### src/include/fetch_settings.svh
// Build-time settings of the instruction fetch front end.
// Include this header wherever a width, the reset address or the
// instruction buffer depth is needed.

`ifndef FETCH_SETTINGS_SVH
`define FETCH_SETTINGS_SVH

// Width of a byte address and of one instruction memory word
`define FE_XLEN 32

// First address fetched after reset, must be word aligned
`define FE_RESET_PC 32'h0000_0100

// Entries of the instruction buffer
// Must be a power of two, at least two
`define FE_BUFFER_DEPTH 4

`endif

### src/verilog/fetch_mem_pkg.sv
// Memory-side types of the fetch unit.
// Holds the address and word types and the request and response
// structs of the instruction memory channel.

`include "fetch_settings.svh"

package fetch_mem_pkg;

    // Byte address of an instruction word
    typedef logic [`FE_XLEN-1:0] addr_t;

    // One word as it comes back from the instruction memory
    typedef logic [`FE_XLEN-1:0] word_t;

    // Request toward the instruction memory
    // A request is taken when fetch is high and the memory does not stall,
    // invalidate tells the memory to drop every request still in flight
    typedef struct packed {
        logic  fetch;
        logic  invalidate;
        addr_t address;
    } fetch_req_t;

    // Response from the instruction memory, in request order
    typedef struct packed {
        logic  valid;
        word_t instruction;
    } fetch_rsp_t;

endpackage : fetch_mem_pkg

### src/verilog/fetch_instr_pkg.sv
// Instruction-side types of the fetch unit.
// Covers the redirect request coming from the back end and the
// instruction handed over at the fetch stage output.

package fetch_instr_pkg;

    import fetch_mem_pkg::*;

    // One instruction parcel, half a memory word
    typedef logic [$bits(word_t)/2-1:0] half_t;

    // Redirect request, each bit is a one-cycle pulse
    // Every source carries its own target so the priority is decided in fetch
    typedef struct packed {
        logic  trap;
        addr_t handler_pc;
        logic  trap_return;
        addr_t return_pc;
        logic  branch_taken;
        addr_t target;
    } redirect_t;

    // Instruction at the fetch stage output
    // A compressed instruction carries its raw halfword, zero extended
    typedef struct packed {
        logic  valid;
        logic  compressed;
        addr_t pc;
        word_t instr;
    } fetched_instr_t;

endpackage : fetch_instr_pkg

### src/verilog/fetch_pc_gen.sv
// Program counter generation for the fetch unit.
// Picks the next fetch address by redirect priority, drives the memory
// request and keeps the address of the last accepted request.

`include "fetch_settings.svh"

module fetch_pc_gen (
    input  logic                       clk_i,
    input  logic                       rst_n_i,
    input  logic                       flush_i,
    input  fetch_instr_pkg::redirect_t redirect_i,
    input  logic                       mem_stall_i,
    input  logic                       buf_full_i,
    output fetch_mem_pkg::fetch_req_t  mem_req_o
);

    import fetch_mem_pkg::*;

    // Address of the last request taken by memory
    addr_t pc_q;
    addr_t seq_addr;

    // Redirect target that memory could not take yet because it stalled
    logic  pend_q;
    addr_t pend_addr_q;

    logic  redirect;
    logic  accept;

    assign redirect = redirect_i.trap | redirect_i.trap_return | redirect_i.branch_taken;
    assign seq_addr = pc_q + addr_t'(4);
    assign accept   = mem_req_o.fetch & !mem_stall_i;

    // ========================================================================
    // Next fetch address
    // ========================================================================

    // Trap entry wins over trap return, which wins over a resolved branch.
    // A redirect always fetches, the invalidate it raises empties the buffer
    always_comb begin
        mem_req_o.invalidate = flush_i | redirect;
        mem_req_o.fetch      = 1'b1;

        if (redirect_i.trap) begin
            mem_req_o.address = redirect_i.handler_pc;
        end else if (redirect_i.trap_return) begin
            mem_req_o.address = redirect_i.return_pc;
        end else if (redirect_i.branch_taken) begin
            mem_req_o.address = redirect_i.target;
        end else if (pend_q) begin
            // Keep offering the redirect target while memory stalls
            mem_req_o.address = pend_addr_q;
        end else begin
            // Sequential fetch stays quiet while reset is held
            mem_req_o.address = seq_addr;
            mem_req_o.fetch   = flush_i | (rst_n_i & !buf_full_i);
        end
    end

    // ========================================================================
    // Program counter and pending redirect
    // ========================================================================

    always_ff @(posedge clk_i) begin
        if (!rst_n_i) begin
            // One word below the reset address so the first increment lands on it
            pc_q   <= addr_t'(`FE_RESET_PC) - addr_t'(4);
            pend_q <= 1'b0;
        end else begin
            if (accept) begin
                pc_q <= mem_req_o.address;
            end

            if (accept) begin
                pend_q <= 1'b0;
            end else if (redirect) begin
                pend_q <= 1'b1;
            end
        end
    end

    always_ff @(posedge clk_i) begin
        if (redirect & mem_stall_i) begin
            pend_addr_q <= mem_req_o.address;
        end
    end

endmodule : fetch_pc_gen

### src/verilog/fetch_buffer.sv
// In-order instruction buffer between the memory channel and the aligner.
// An entry is reserved with its address when a request is accepted and
// receives its word when the memory answers. The aligner reads the head.

`include "fetch_settings.svh"

module fetch_buffer #(
    parameter int DEPTH = `FE_BUFFER_DEPTH
) (
    input  logic                      clk_i,
    input  logic                      rst_n_i,
    input  logic                      clear_i,
    input  logic                      push_addr_i,
    input  fetch_mem_pkg::addr_t      addr_i,
    input  fetch_mem_pkg::fetch_rsp_t rsp_i,
    input  logic                      pop_i,
    output fetch_mem_pkg::word_t      word_o,
    output fetch_mem_pkg::addr_t      addr_o,
    output logic                      ready_o,
    output logic                      full_o
);

    import fetch_mem_pkg::*;

    localparam int IDX_W = $clog2(DEPTH);
    localparam int PTR_W = IDX_W + 1;

    // One extra bit tells a full queue from an empty one
    typedef logic [PTR_W-1:0] ptr_t;

    addr_t addr_mem [DEPTH];
    word_t word_mem [DEPTH];

    ptr_t res_ptr_q;
    ptr_t fill_ptr_q;
    ptr_t rd_ptr_q;

    logic [IDX_W-1:0] res_idx;
    logic             fill;

    // A request taken together with a clear starts the new queue at entry zero
    assign res_idx = clear_i ? '0 : res_ptr_q[IDX_W-1:0];

    // Responses seen while clearing belong to dropped requests
    assign fill = rsp_i.valid & !clear_i;

    always_ff @(posedge clk_i) begin
        if (!rst_n_i) begin
            res_ptr_q  <= '0;
            fill_ptr_q <= '0;
            rd_ptr_q   <= '0;
        end else if (clear_i) begin
            res_ptr_q  <= push_addr_i ? ptr_t'(1) : ptr_t'(0);
            fill_ptr_q <= '0;
            rd_ptr_q   <= '0;
        end else begin
            if (push_addr_i) begin
                res_ptr_q <= res_ptr_q + ptr_t'(1);
            end
            if (fill) begin
                fill_ptr_q <= fill_ptr_q + ptr_t'(1);
            end
            if (pop_i) begin
                rd_ptr_q <= rd_ptr_q + ptr_t'(1);
            end
        end
    end

    // The oldest unfilled entry takes the response
    always_ff @(posedge clk_i) begin
        if (push_addr_i) begin
            addr_mem[res_idx] <= addr_i;
        end
        if (fill) begin
            word_mem[fill_ptr_q[IDX_W-1:0]] <= rsp_i.instruction;
        end
    end

    assign word_o  = word_mem[rd_ptr_q[IDX_W-1:0]];
    assign addr_o  = addr_mem[rd_ptr_q[IDX_W-1:0]];
    assign ready_o = fill_ptr_q != rd_ptr_q;

    // Full counts reservations, so every request in flight keeps a slot
    assign full_o = (res_ptr_q - rd_ptr_q) == ptr_t'(DEPTH);

endmodule : fetch_buffer

### src/verilog/instr_aligner.sv
// Instruction realignment and fetch stage register.
// Cuts the buffered memory words into 16-bit compressed and 32-bit
// instructions, fuses those that cross a word boundary and registers
// one instruction per cycle toward the back end.

module instr_aligner (
    input  logic                            clk_i,
    input  logic                            rst_n_i,
    input  logic                            clear_i,
    input  logic                            stall_i,
    input  fetch_mem_pkg::word_t            word_i,
    input  fetch_mem_pkg::addr_t            addr_i,
    input  logic                            ready_i,
    output logic                            pop_o,
    output fetch_instr_pkg::fetched_instr_t instr_o
);

    import fetch_mem_pkg::*;
    import fetch_instr_pkg::*;

    half_t lower_half;
    half_t upper_half;
    logic  lower_full;
    logic  upper_full;

    // Lower half of a 32-bit instruction that started in the last word
    half_t upper_q;
    logic  cross_q;

    // The head word was kept to hand out its compressed upper half
    logic  sel_upper_q;

    logic  read;
    logic  hold;
    logic  next_cross;
    logic  next_sel_upper;

    logic  cur_compressed;
    addr_t cur_pc;
    word_t cur_instr;

    logic  valid_q;
    logic  compressed_q;
    addr_t pc_q;
    word_t instr_q;

    assign {upper_half, lower_half} = word_i;

    // Both low bits set mark the first parcel of a 32-bit instruction
    assign lower_full = lower_half[1:0] == 2'b11;
    assign upper_full = upper_half[1:0] == 2'b11;

    assign read  = ready_i & !stall_i;
    assign pop_o = read & !hold;

    // ========================================================================
    // Parcel selection
    // ========================================================================

    always_comb begin
        hold           = 1'b0;
        next_cross     = 1'b0;
        next_sel_upper = 1'b0;

        if (sel_upper_q) begin
            cur_compressed = 1'b1;
            cur_pc         = addr_i + addr_t'(2);
            cur_instr      = word_t'(upper_half);
        end else if (cross_q) begin
            // Saved upper half goes low, this word's lower half goes high
            cur_compressed = 1'b0;
            cur_pc         = addr_i - addr_t'(2);
            cur_instr      = {lower_half, upper_q};
            next_cross     = upper_full;
            next_sel_upper = !upper_full;
            hold           = !upper_full;
        end else if (lower_full) begin
            cur_compressed = 1'b0;
            cur_pc         = addr_i;
            cur_instr      = word_i;
        end else begin
            cur_compressed = 1'b1;
            cur_pc         = addr_i;
            cur_instr      = word_t'(lower_half);
            // A compressed upper half needs this word for one more cycle
            next_cross     = upper_full;
            next_sel_upper = !upper_full;
            hold           = !upper_full;
        end
    end

    // ========================================================================
    // Alignment state and fetch stage register
    // ========================================================================

    always_ff @(posedge clk_i) begin
        if (!rst_n_i) begin
            cross_q     <= 1'b0;
            sel_upper_q <= 1'b0;
            valid_q     <= 1'b0;
        end else if (clear_i) begin
            cross_q     <= 1'b0;
            sel_upper_q <= 1'b0;
            valid_q     <= 1'b0;
        end else if (!stall_i) begin
            valid_q <= ready_i;

            if (ready_i) begin
                cross_q     <= next_cross;
                sel_upper_q <= next_sel_upper;
            end
        end
    end

    always_ff @(posedge clk_i) begin
        if (read) begin
            upper_q      <= upper_half;
            compressed_q <= cur_compressed;
            pc_q         <= cur_pc;
            instr_q      <= cur_instr;
        end
    end

    always_comb begin
        instr_o.valid      = valid_q;
        instr_o.compressed = compressed_q;
        instr_o.pc         = pc_q;
        instr_o.instr      = instr_q;
    end

endmodule : instr_aligner

### src/verilog/front_end_fetch.sv
// Top level of the instruction fetch front end.
// PC generation issues requests and reserves buffer entries, the buffer
// collects the memory words and the aligner turns them into instructions.

module front_end_fetch (
    input  logic                            clk_i,
    input  logic                            rst_n_i,
    input  logic                            flush_i,
    input  fetch_instr_pkg::redirect_t      redirect_i,
    input  fetch_mem_pkg::fetch_rsp_t       mem_rsp_i,
    input  logic                            mem_stall_i,
    input  logic                            stall_i,
    output fetch_mem_pkg::fetch_req_t       mem_req_o,
    output fetch_instr_pkg::fetched_instr_t instr_o
);

    import fetch_mem_pkg::*;

    logic  push_addr;
    logic  buf_full;
    logic  buf_ready;
    logic  pop;
    word_t buf_word;
    addr_t buf_addr;

    // Memory takes a request on every edge with fetch high and no stall
    assign push_addr = mem_req_o.fetch & !mem_stall_i;

    fetch_pc_gen u_pc_gen (
        .clk_i       ( clk_i       ),
        .rst_n_i     ( rst_n_i     ),
        .flush_i     ( flush_i     ),
        .redirect_i  ( redirect_i  ),
        .mem_stall_i ( mem_stall_i ),
        .buf_full_i  ( buf_full    ),
        .mem_req_o   ( mem_req_o   )
    );

    fetch_buffer u_buffer (
        .clk_i       ( clk_i                ),
        .rst_n_i     ( rst_n_i              ),
        .clear_i     ( mem_req_o.invalidate ),
        .push_addr_i ( push_addr            ),
        .addr_i      ( mem_req_o.address    ),
        .rsp_i       ( mem_rsp_i            ),
        .pop_i       ( pop                  ),
        .word_o      ( buf_word             ),
        .addr_o      ( buf_addr             ),
        .ready_o     ( buf_ready            ),
        .full_o      ( buf_full             )
    );

    instr_aligner u_aligner (
        .clk_i   ( clk_i                ),
        .rst_n_i ( rst_n_i              ),
        .clear_i ( mem_req_o.invalidate ),
        .stall_i ( stall_i              ),
        .word_i  ( buf_word             ),
        .addr_i  ( buf_addr             ),
        .ready_i ( buf_ready            ),
        .pop_o   ( pop                  ),
        .instr_o ( instr_o              )
    );

endmodule : front_end_fetch

### config.mk
export PLATFORM = sky130hd
export DESIGN_NAME = front_end_fetch
export DESIGN_NICKNAME = d
export VERILOG_FILES = /design/src/verilog/fetch_mem_pkg.sv /design/src/verilog/fetch_instr_pkg.sv /design/src/verilog/fetch_pc_gen.sv /design/src/verilog/fetch_buffer.sv /design/src/verilog/instr_aligner.sv /design/src/verilog/front_end_fetch.sv
export VERILOG_INCLUDE_DIRS = /design/src /design/src/include
export SDC_FILE = /design/constraint.sdc
export NUM_CORES = 1
export LEC_CHECK = 0
export BUFFER_PORTS_ARGS = -buffer_cell sky130_fd_sc_hd__buf_2
export CAP_MARGIN = 20
export CORE_ASPECT_RATIO = 2
export CORE_MARGIN = 1.5
export CORE_UTILIZATION = 45
export DETAILED_ROUTE_END_ITERATION = 16
export PLACE_DENSITY = 0.67
export SETUP_SLACK_MARGIN = 0.2
export SLEW_MARGIN = 20
export SYNTH_ARGS = -nofsm -noshare
export SYNTH_HDL_FRONTEND = slang
export SYNTH_SLANG_ARGS = --single-unit
export TNS_END_PERCENT = 50
### constraint.sdc
create_clock -name clk_i -period 6.4 [get_ports clk_i]
set_input_delay 0.96 -clock clk_i [delete_from_list [all_inputs] [get_ports clk_i]]
set_output_delay 0.96 -clock clk_i [all_outputs]
set_load 0.02 [all_outputs]
## Word-level counts from Yosys, hierarchy flattened

Memory sizes are Yosys's and may differ from the RTL's. A register that Yosys moved wholly into a read port is not among the register bits.
Index checks and enable logic that the tools add are counted.
Widths: inputs -> output; s select.

- Add/subtract/negate cells: 7
- Multipliers: 0
- Div/mod/pow operators: 0
- Order comparisons: 0
- Equality and inequality tests: 4
- Shifts and indexed selects: 0
- Muxes and demuxes: 33
- Bitwise logic cells: 12
- Reduce and logical (&&, ||, !) cells: 10

Operator list:

| cell | number |
|---|---|
| $mux 32 | 8 |
| $add 32x2->32 const B | 1 |
| $add 32x3->32 const B | 1 |
| $sub 32x2->32 const B | 1 |
| $mux 1 | 17 |
| $mux 16 | 1 |
| $mux 2 | 5 |
| $add 3x1->3 const B | 3 |
| $and 1x1->1 | 6 |
| $logic_not 1->1 | 6 |
| $mux 3 | 2 |
| $eq 2x2->1 const B | 2 |
| $or 1x1->1 | 4 |
| $reduce_or 2->1 | 2 |
| $eq 3x3->1 const B | 1 |
| $ne 3x3->1 | 1 |
| $sub 3x3->3 | 1 |
| $not 1->1 | 2 |
| $reduce_and 2->1 | 1 |
| $reduce_bool 2->1 | 1 |

- Flip-flop bits (word level): 158
- Latch bits: 0
- Memory bits (writable): 256
- Bits in read-only memories: 0
- Input bits: 137
- Output and inout bits: 100
- Memories kept: 2

Memories:

| name | depth | bits a word | rd ports | clocked after memory_dff | wr ports | line | source |
|---|---|---|---|---|---|---|---|
| u_buffer.addr_mem | 4 | 32 | 1 | 1 | 1 | fetch_buffer.sv:31 | `addr_t addr_mem [DEPTH];` |
| u_buffer.word_mem | 4 | 32 | 1 | 1 | 1 | fetch_buffer.sv:32 | `word_t word_mem [DEPTH];` |

## Logic depth before layout (Yosys ltp)

Gate-level depths: netlist (run 1).

- Word-level depth: 12
- Mapped depth: 11

## Modules after synthesis

A second synthesis (run 1) with hierarchy kept.

- Cell total of the unflattened synthesis: 1206
- Area total of the unflattened synthesis: 18139.9 sq um

By module, submodules not included:

| module | times used | cells an instance | area an instance (sq um) |
|---|---|---|---|
| fetch_buffer | 1 | 401 | 9923.3 |
| instr_aligner | 1 | 353 | 4224.1 |
| fetch_pc_gen | 1 | 451 | 3978.8 |
| front_end_fetch | 1 | 1 | 13.8 |

## Least setup slack after synthesis (run 1)

No wires, ideal clock.

- Kind: input to register
- From: in stall_i
- To: reg u_buffer.rd_ptr_q[2]
- Arrival: 6.093 ns
- Slack: 0.179 ns
- Stages: 5
- Path buffers: 0
- Path through: a31oi_1 -> o31a_1 -> nand2_1 -> xor2_1 -> nor2_1

- Longest elaborated chain between the ends: 3

Ends and longest elaborated chain:

| item | line | source |
|---|---|---|
| start: declaration | front_end_fetch.sv:12 | `input logic stall_i,` |
| $logic_not 1->1 | instr_aligner.sv:53 | `assign read = ready_i & !stall_i;` |
| $and 1x1->1 | instr_aligner.sv:53 |  |
| $and 1x1->1 | instr_aligner.sv:54 | `assign pop_o = read & !hold;` |
| end signal: assignment | fetch_buffer.sv:64 | `rd_ptr_q <= rd_ptr_q + ptr_t'(1);` |
| end: declaration | fetch_buffer.sv:36 | `ptr_t rd_ptr_q;` |

No other way between the ends.
A chain may end at the register's enable or synchronous reset.

==> run summary, run 1 <==
row count - 103
CP Class - reg -> out
Synth area leaders - edfxtp_1, mux4_2, dfxtp_1
CP Capture Type - output pin
CTS buffer count - 38
commonest non-fill, non-tap cell in the layout - edfxtp_1
Synth-to-Final Area Change - 16.8%
CP Data Arrival Time - 3770 ps
Crit path largest cell delay - 720 ps
CTS H-tree depth - 2
post-detailed-route via-to-cell ratio - 5.69
# diodes - 0
die area - 41300 sq um
initial antenna violation count - 1
leakage power - 7.20 nW
CTS clk-pin slew, worst paths - 70 ps
Die Height - 286 um
# clock sinks - 416
fraction of layout cells with a size suffix above 1 - 27.6%
# placed instances - 1968
Tightest Hold Check Type - reg -> reg
core area - 39400 sq um
synth warn - 0
hpwl dp - 31.3 mm
first drt pass iteration count - 7
GPL Wtd Cong - 0.857
sequential cell area fraction in the yosys report - 66.8%
via count - 11601
#FFs+latches synth - 416
RSZ-0062 raised after global routing - false
Pwr Total - 5.76 mW
Root Buffer - clkbuf_16
max-cap violation count - 0
slowest CP cell - o31ai_2
Max VDD drop - 238 uV
Cell Chain, Critical Path - and4_1 -> nand4_1 -> nor4_1 -> xnor2_1 -> o31ai_2 -> buf_2
EDFF count, synth - 369
dominant cell type by area after synthesis - edfxtp_1
Avg Synthesized Cell Area - 14.3 sq um
IO Pins - 237
# DRC - 0
first-pass GRT wire length - 67.0 mm
CTS tree - built
PwrDens - 274 nW/um^2
Post-DRT Antenna Nets - 0
max_slew headroom - 25.9%
max-slew violation count - 0
Cell variety after synth - 72
endpoints failing hold - 0
crit share post-route - 73.9%
crit start category - register
Initial Util - 45.7%
IO Port Bufs - 236
fillcell total - 3337
DR WL/cell - 21.6 um
endpoints failing setup - 0
Gate Count Post-Synth - 1255
outcome - finished clean
Worst Tran Pin Value - 1110 ps
gr ovfl total - 0
share of the synthesized area in the top cell type - 61.6%
Crit path required time - 5440 ps
Post-CTS Hold Fix Bufs - 0
syn nets - 1403
Clock Skews - 22.0 ps
fin cells - 2038
final WL - 44.1 mm
mapped cell area - 18000 sq um
flop2flop setup slack - 2730 ps
vias in the first global route - 11846
Post-CTS Setup Bufs - 0
achievable frequency - 211 MHz
Global Route Usage Sum - 21.6%
largest net degree at the start of global routing - 45
most frequent cells in the layout - edfxtp_1, buf_2, nand2_1
Final Critical Period - 4730 ps
initial drt markers - 680
Die X - 144 um
Crit Path Max Fanout - 22
post-CTS sizing - 0
Synth Flop Type - edfxtp_1
clock buffer depth - 3
Layout Utilization - 53.3%
FFs w/ async S/R, synth - 0%
setup TNS - 0 ps
fin nets - 1631
Clk Latency, worst-skew pair - 550 ps
[critical path: cells and delay by family (launching register included)]
kind,cells,cell delay [ps]
compound gates,1,720
xor+xnor,1,170
buf+inv,1,300
simple gates,3,1590
flops,1,440
[through the flow]
stage / worst slack [ps] / hold WS, ps / cell area (sq um)
after global placement: 2070 / 446 / 19800
after detailed placement: 1840 / 456 / 19800
after CTS: 1270 / 467 / 21000
after global routing: 1370 / 504 / 21000
after floorplan: 1650 / 436 / 18000
final: 1670 / 472 / 21000
[registers in the layout, indices dropped and copies added (netlist names), 3 cells and up, named ones only]
register,flops
u_aligner.instr_q,32
u_aligner.pc_q,32
u_aligner.upper_q,16
u_buffer.addr_mem,128
u_buffer.fill_ptr_q,3
u_buffer.rd_ptr_q,3
u_buffer.res_ptr_q,3
u_buffer.word_mem,128
u_pc_gen.pc_q,32
u_pc_gen.pend_addr_q,32
[area by class of cell]
| cell class | count | area, sq um | area share, % |
|---|---|---|---|
| Tap cell | 525 | 657 | 3.12 |
| Clock inverter | 25 | 245 | 1.17 |
| Sequential cell | 416 | 12000 | 57.2 |
| Timing Repair Buffer | 259 | 1350 | 6.44 |
| Clock buffer | 45 | 1020 | 4.84 |
| Multi-Input combinational cell | 737 | 5610 | 26.7 |
| Inverter | 31 | 116 | 0.553 |
[where the power goes]
part / leakage (nW) / internal, mW / switching [mW]
Combinational: 2.82 / 0.146 / 0.266
Clock: 0.616 / 1.31 / 0.980
Sequential: 3.76 / 3.02 / 0.0328
[final timing paths]
check	startpoint	end	cells after the start
setup / recovery	u_pc_gen.pc_q[10]	mem_req_o[25]	6
hold / removal	u_pc_gen.pc_q[1]	u_pc_gen.pc_q[1]	2
setup reg to reg	register	u_aligner.pc_q[29]	8
hold reg to reg	u_pc_gen.pc_q[1]	u_pc_gen.pc_q[1]	2
[cell usage after synthesis, drive strengths merged, types with 7 or more instances]
| cell | n |
|---|---|
| inv | 30 |
| xnor2 | 31 |
| a31oi | 27 |
| nand2 | 108 |
| dfxtp | 47 |
| xor2 | 25 |
| o31ai | 8 |
| nand2b | 11 |
| or4 | 7 |
| o221ai | 7 |
| or2 | 11 |
| nor2 | 91 |
| a21oi | 44 |
| a211oi | 9 |
| nand4 | 13 |
| nor3 | 17 |
| and2 | 8 |
| ha | 11 |
| clkbuf | 52 |
| or3 | 17 |
| o21ai | 51 |
| buf | 19 |
| edfxtp | 369 |
| o22ai | 13 |
| mux4 | 64 |
| a221o | 9 |
| o31a | 7 |
| nor4 | 24 |
| nand3 | 21 |
| a221oi | 9 |
| a22oi | 16 |
[cell families after synthesis]
family / share of synthesized area, %
AO/OA/AOI/OAI: 9.25
AND/OR/NAND/NOR: 9.61
adder cells (fa/ha/maj): 0.765
flip-flops: 66.8
multiplexers: 8.53
XOR/XNOR: 2.72
buffers and inverters: 2.34
[metal layers]
metal  track usage [%]  vias up  share of wire [%]
li1                  -     5369                  -
met1              23.4     5707                 36
met2              41.3      442                 56
met3              2.66       83                5.0
met4              8.84        0                3.4
met5                 0        -                  0
Note: power is estimated with default switching activity, not from simulation.
==> run 2, diff against run 1 <==
PLACE_DENSITY = not set   (was 0.67)
clock period = 4.6 ns   (was 6.4 ns; I/O delays follow)
==> run 2 against run 1 <==
- combinational power is 43% higher
- sequential power rose by 39%
- critical path depth grew 2
- register-to-register slack lost 1700 ps
- die area is the same
- clock skew is 2.8 ps higher
- global-route usage up 0.91 points
- final cell count is 0.64% higher
- sequential share of layout area shrank 0.41 points
- count of clock-buffer cells in the layout is 6 higher
- critical path type unchanged
- highest routed layer unchanged
==> run summary, run 2 (synthesis results as in run 1) <==
first-pass GRT wire length - 69.3 mm
# DRC - 0
IO Port Bufs - 236
GPL Wtd Cong - 0.858
Synth-to-Final Area Change - 17.6%
die area - 41300 sq um
setup TNS - 0 ps
commonest non-fill, non-tap cell in the layout - edfxtp_1
clock buffer depth - 3
Worst Tran Pin Value - 972 ps
Pwr Total - 8.20 mW
crit start category - register
crit share post-route - 89.5%
# diodes - 0
Tightest Hold Check Type - in -> reg
via count - 11753
Crit Path Max Fanout - 11
Final Critical Period - 4120 ps
leakage power - 7.27 nW
fraction of layout cells with a size suffix above 1 - 28.5%
most frequent cells in the layout - edfxtp_1, buf_2, nand2_1
largest net degree at the start of global routing - 45
Post-CTS Hold Fix Bufs - 0
Global Route Usage Sum - 22.5%
hpwl dp - 32.9 mm
endpoints failing setup - 0
CTS clk-pin slew, worst paths - 70 ps
IO Pins - 237
# clock sinks - 416
max_slew headroom - 34.6%
max-slew violation count - 0
post-CTS sizing - 0
Crit path required time - 3910 ps
row count - 103
Clock Skews - 24.8 ps
vias in the first global route - 12159
Die X - 144 um
fin nets - 1644
max-cap violation count - 0
final WL - 45.9 mm
Post-CTS Setup Bufs - 0
PwrDens - 387 nW/um^2
endpoints failing hold - 0
CTS buffer count - 39
RSZ-0062 raised after global routing - false
Post-DRT Antenna Nets - 0
Clk Latency, worst-skew pair - 540 ps
CP Capture Type - output pin
gr ovfl total - 0
initial antenna violation count - 1
CP Data Arrival Time - 3430 ps
Root Buffer - clkbuf_16
Die Height - 286 um
Max VDD drop - 238 uV
achievable frequency - 243 MHz
CTS H-tree depth - 2
Initial Util - 45.7%
CTS tree - built
outcome - finished clean
initial drt markers - 662
CP Class - reg -> out
first drt pass iteration count - 5
post-detailed-route via-to-cell ratio - 5.73
core area - 39400 sq um
DR WL/cell - 22.4 um
-- run 2: cell types whose count changed in the layout (fill, tap and decap cells not counted), sizes merged --
cell	change
bufinv	+1
clkinv	-9
clkinvlp	+3
clkbuf	+6
buf	+12
-- run 2: final cells by class --
class / instances / area [sq um]
Fill cell: 3357 / 18300
Sequential cell: 416 / 12000
Multi-Input combinational cell: 737 / 5600
Timing Repair Buffer: 271 / 1440
Clock buffer: 51 / 1090
Tap cell: 525 / 657
Clock inverter: 20 / 240
Inverter: 31 / 116
-- run 2: layer usage --
layer	GRT usage, %	vias up	routed length, um
li1	-	5395	-
met1	23.5	5794	15800
met2	43.8	455	26000
met3	2.80	109	2220
met4	9.49	0	1890
met5	0	-	0
-- run 2: worst max-delay path, stage by stage, from the launching register on --
cell and delay, ps:
dfxtp_1 430, nand4_1 280, or3_1 580, buf_4 260, nor4_1 360, xor2_1 180, nand3_1 130, o211ai_1 360
buf_2 290
-- run 2: report_power, final --
| group | switching [mW] | internal [mW] |
|---|---|---|
| registers | 0.0432 | 4.21 |
| clock network | 1.39 | 1.97 |
| logic | 0.380 | 0.210 |
| total | 1.81 | 6.38 |
-- run 2: per-stage QoR --
| step | util, % | instance area [sq um] | worst slack (ps) | instances | hold slack (ps) |
|---|---|---|---|---|---|
| after floorplan | - | 18000 | 120 | 1255 | 436 |
| after global routing | 53.7 | 21200 | 374 | 2051 | 358 |
| after detailed placement | 50.3 | 19800 | 948 | 1980 | 450 |
| after global placement | 50.3 | 19800 | 981 | 1980 | 449 |
| after CTS | 53.7 | 21200 | 502 | 2051 | 339 |
| final | 53.7 | 21200 | 485 | 2051 | 365 |
-- run 2: final timing paths --
kind,slack (ps),end,from,depth (start not counted)
worst min-delay path,360,u_buffer.word_mem[0][12],mem_rsp_i[12],1
worst min register to register,460,u_pc_gen.pc_q[0],u_pc_gen.pc_q[0],2
worst max register to register,990,u_aligner.pc_q[29],register,8
worst max-delay path,480,mem_req_o[29],u_pc_gen.pc_q[4],8
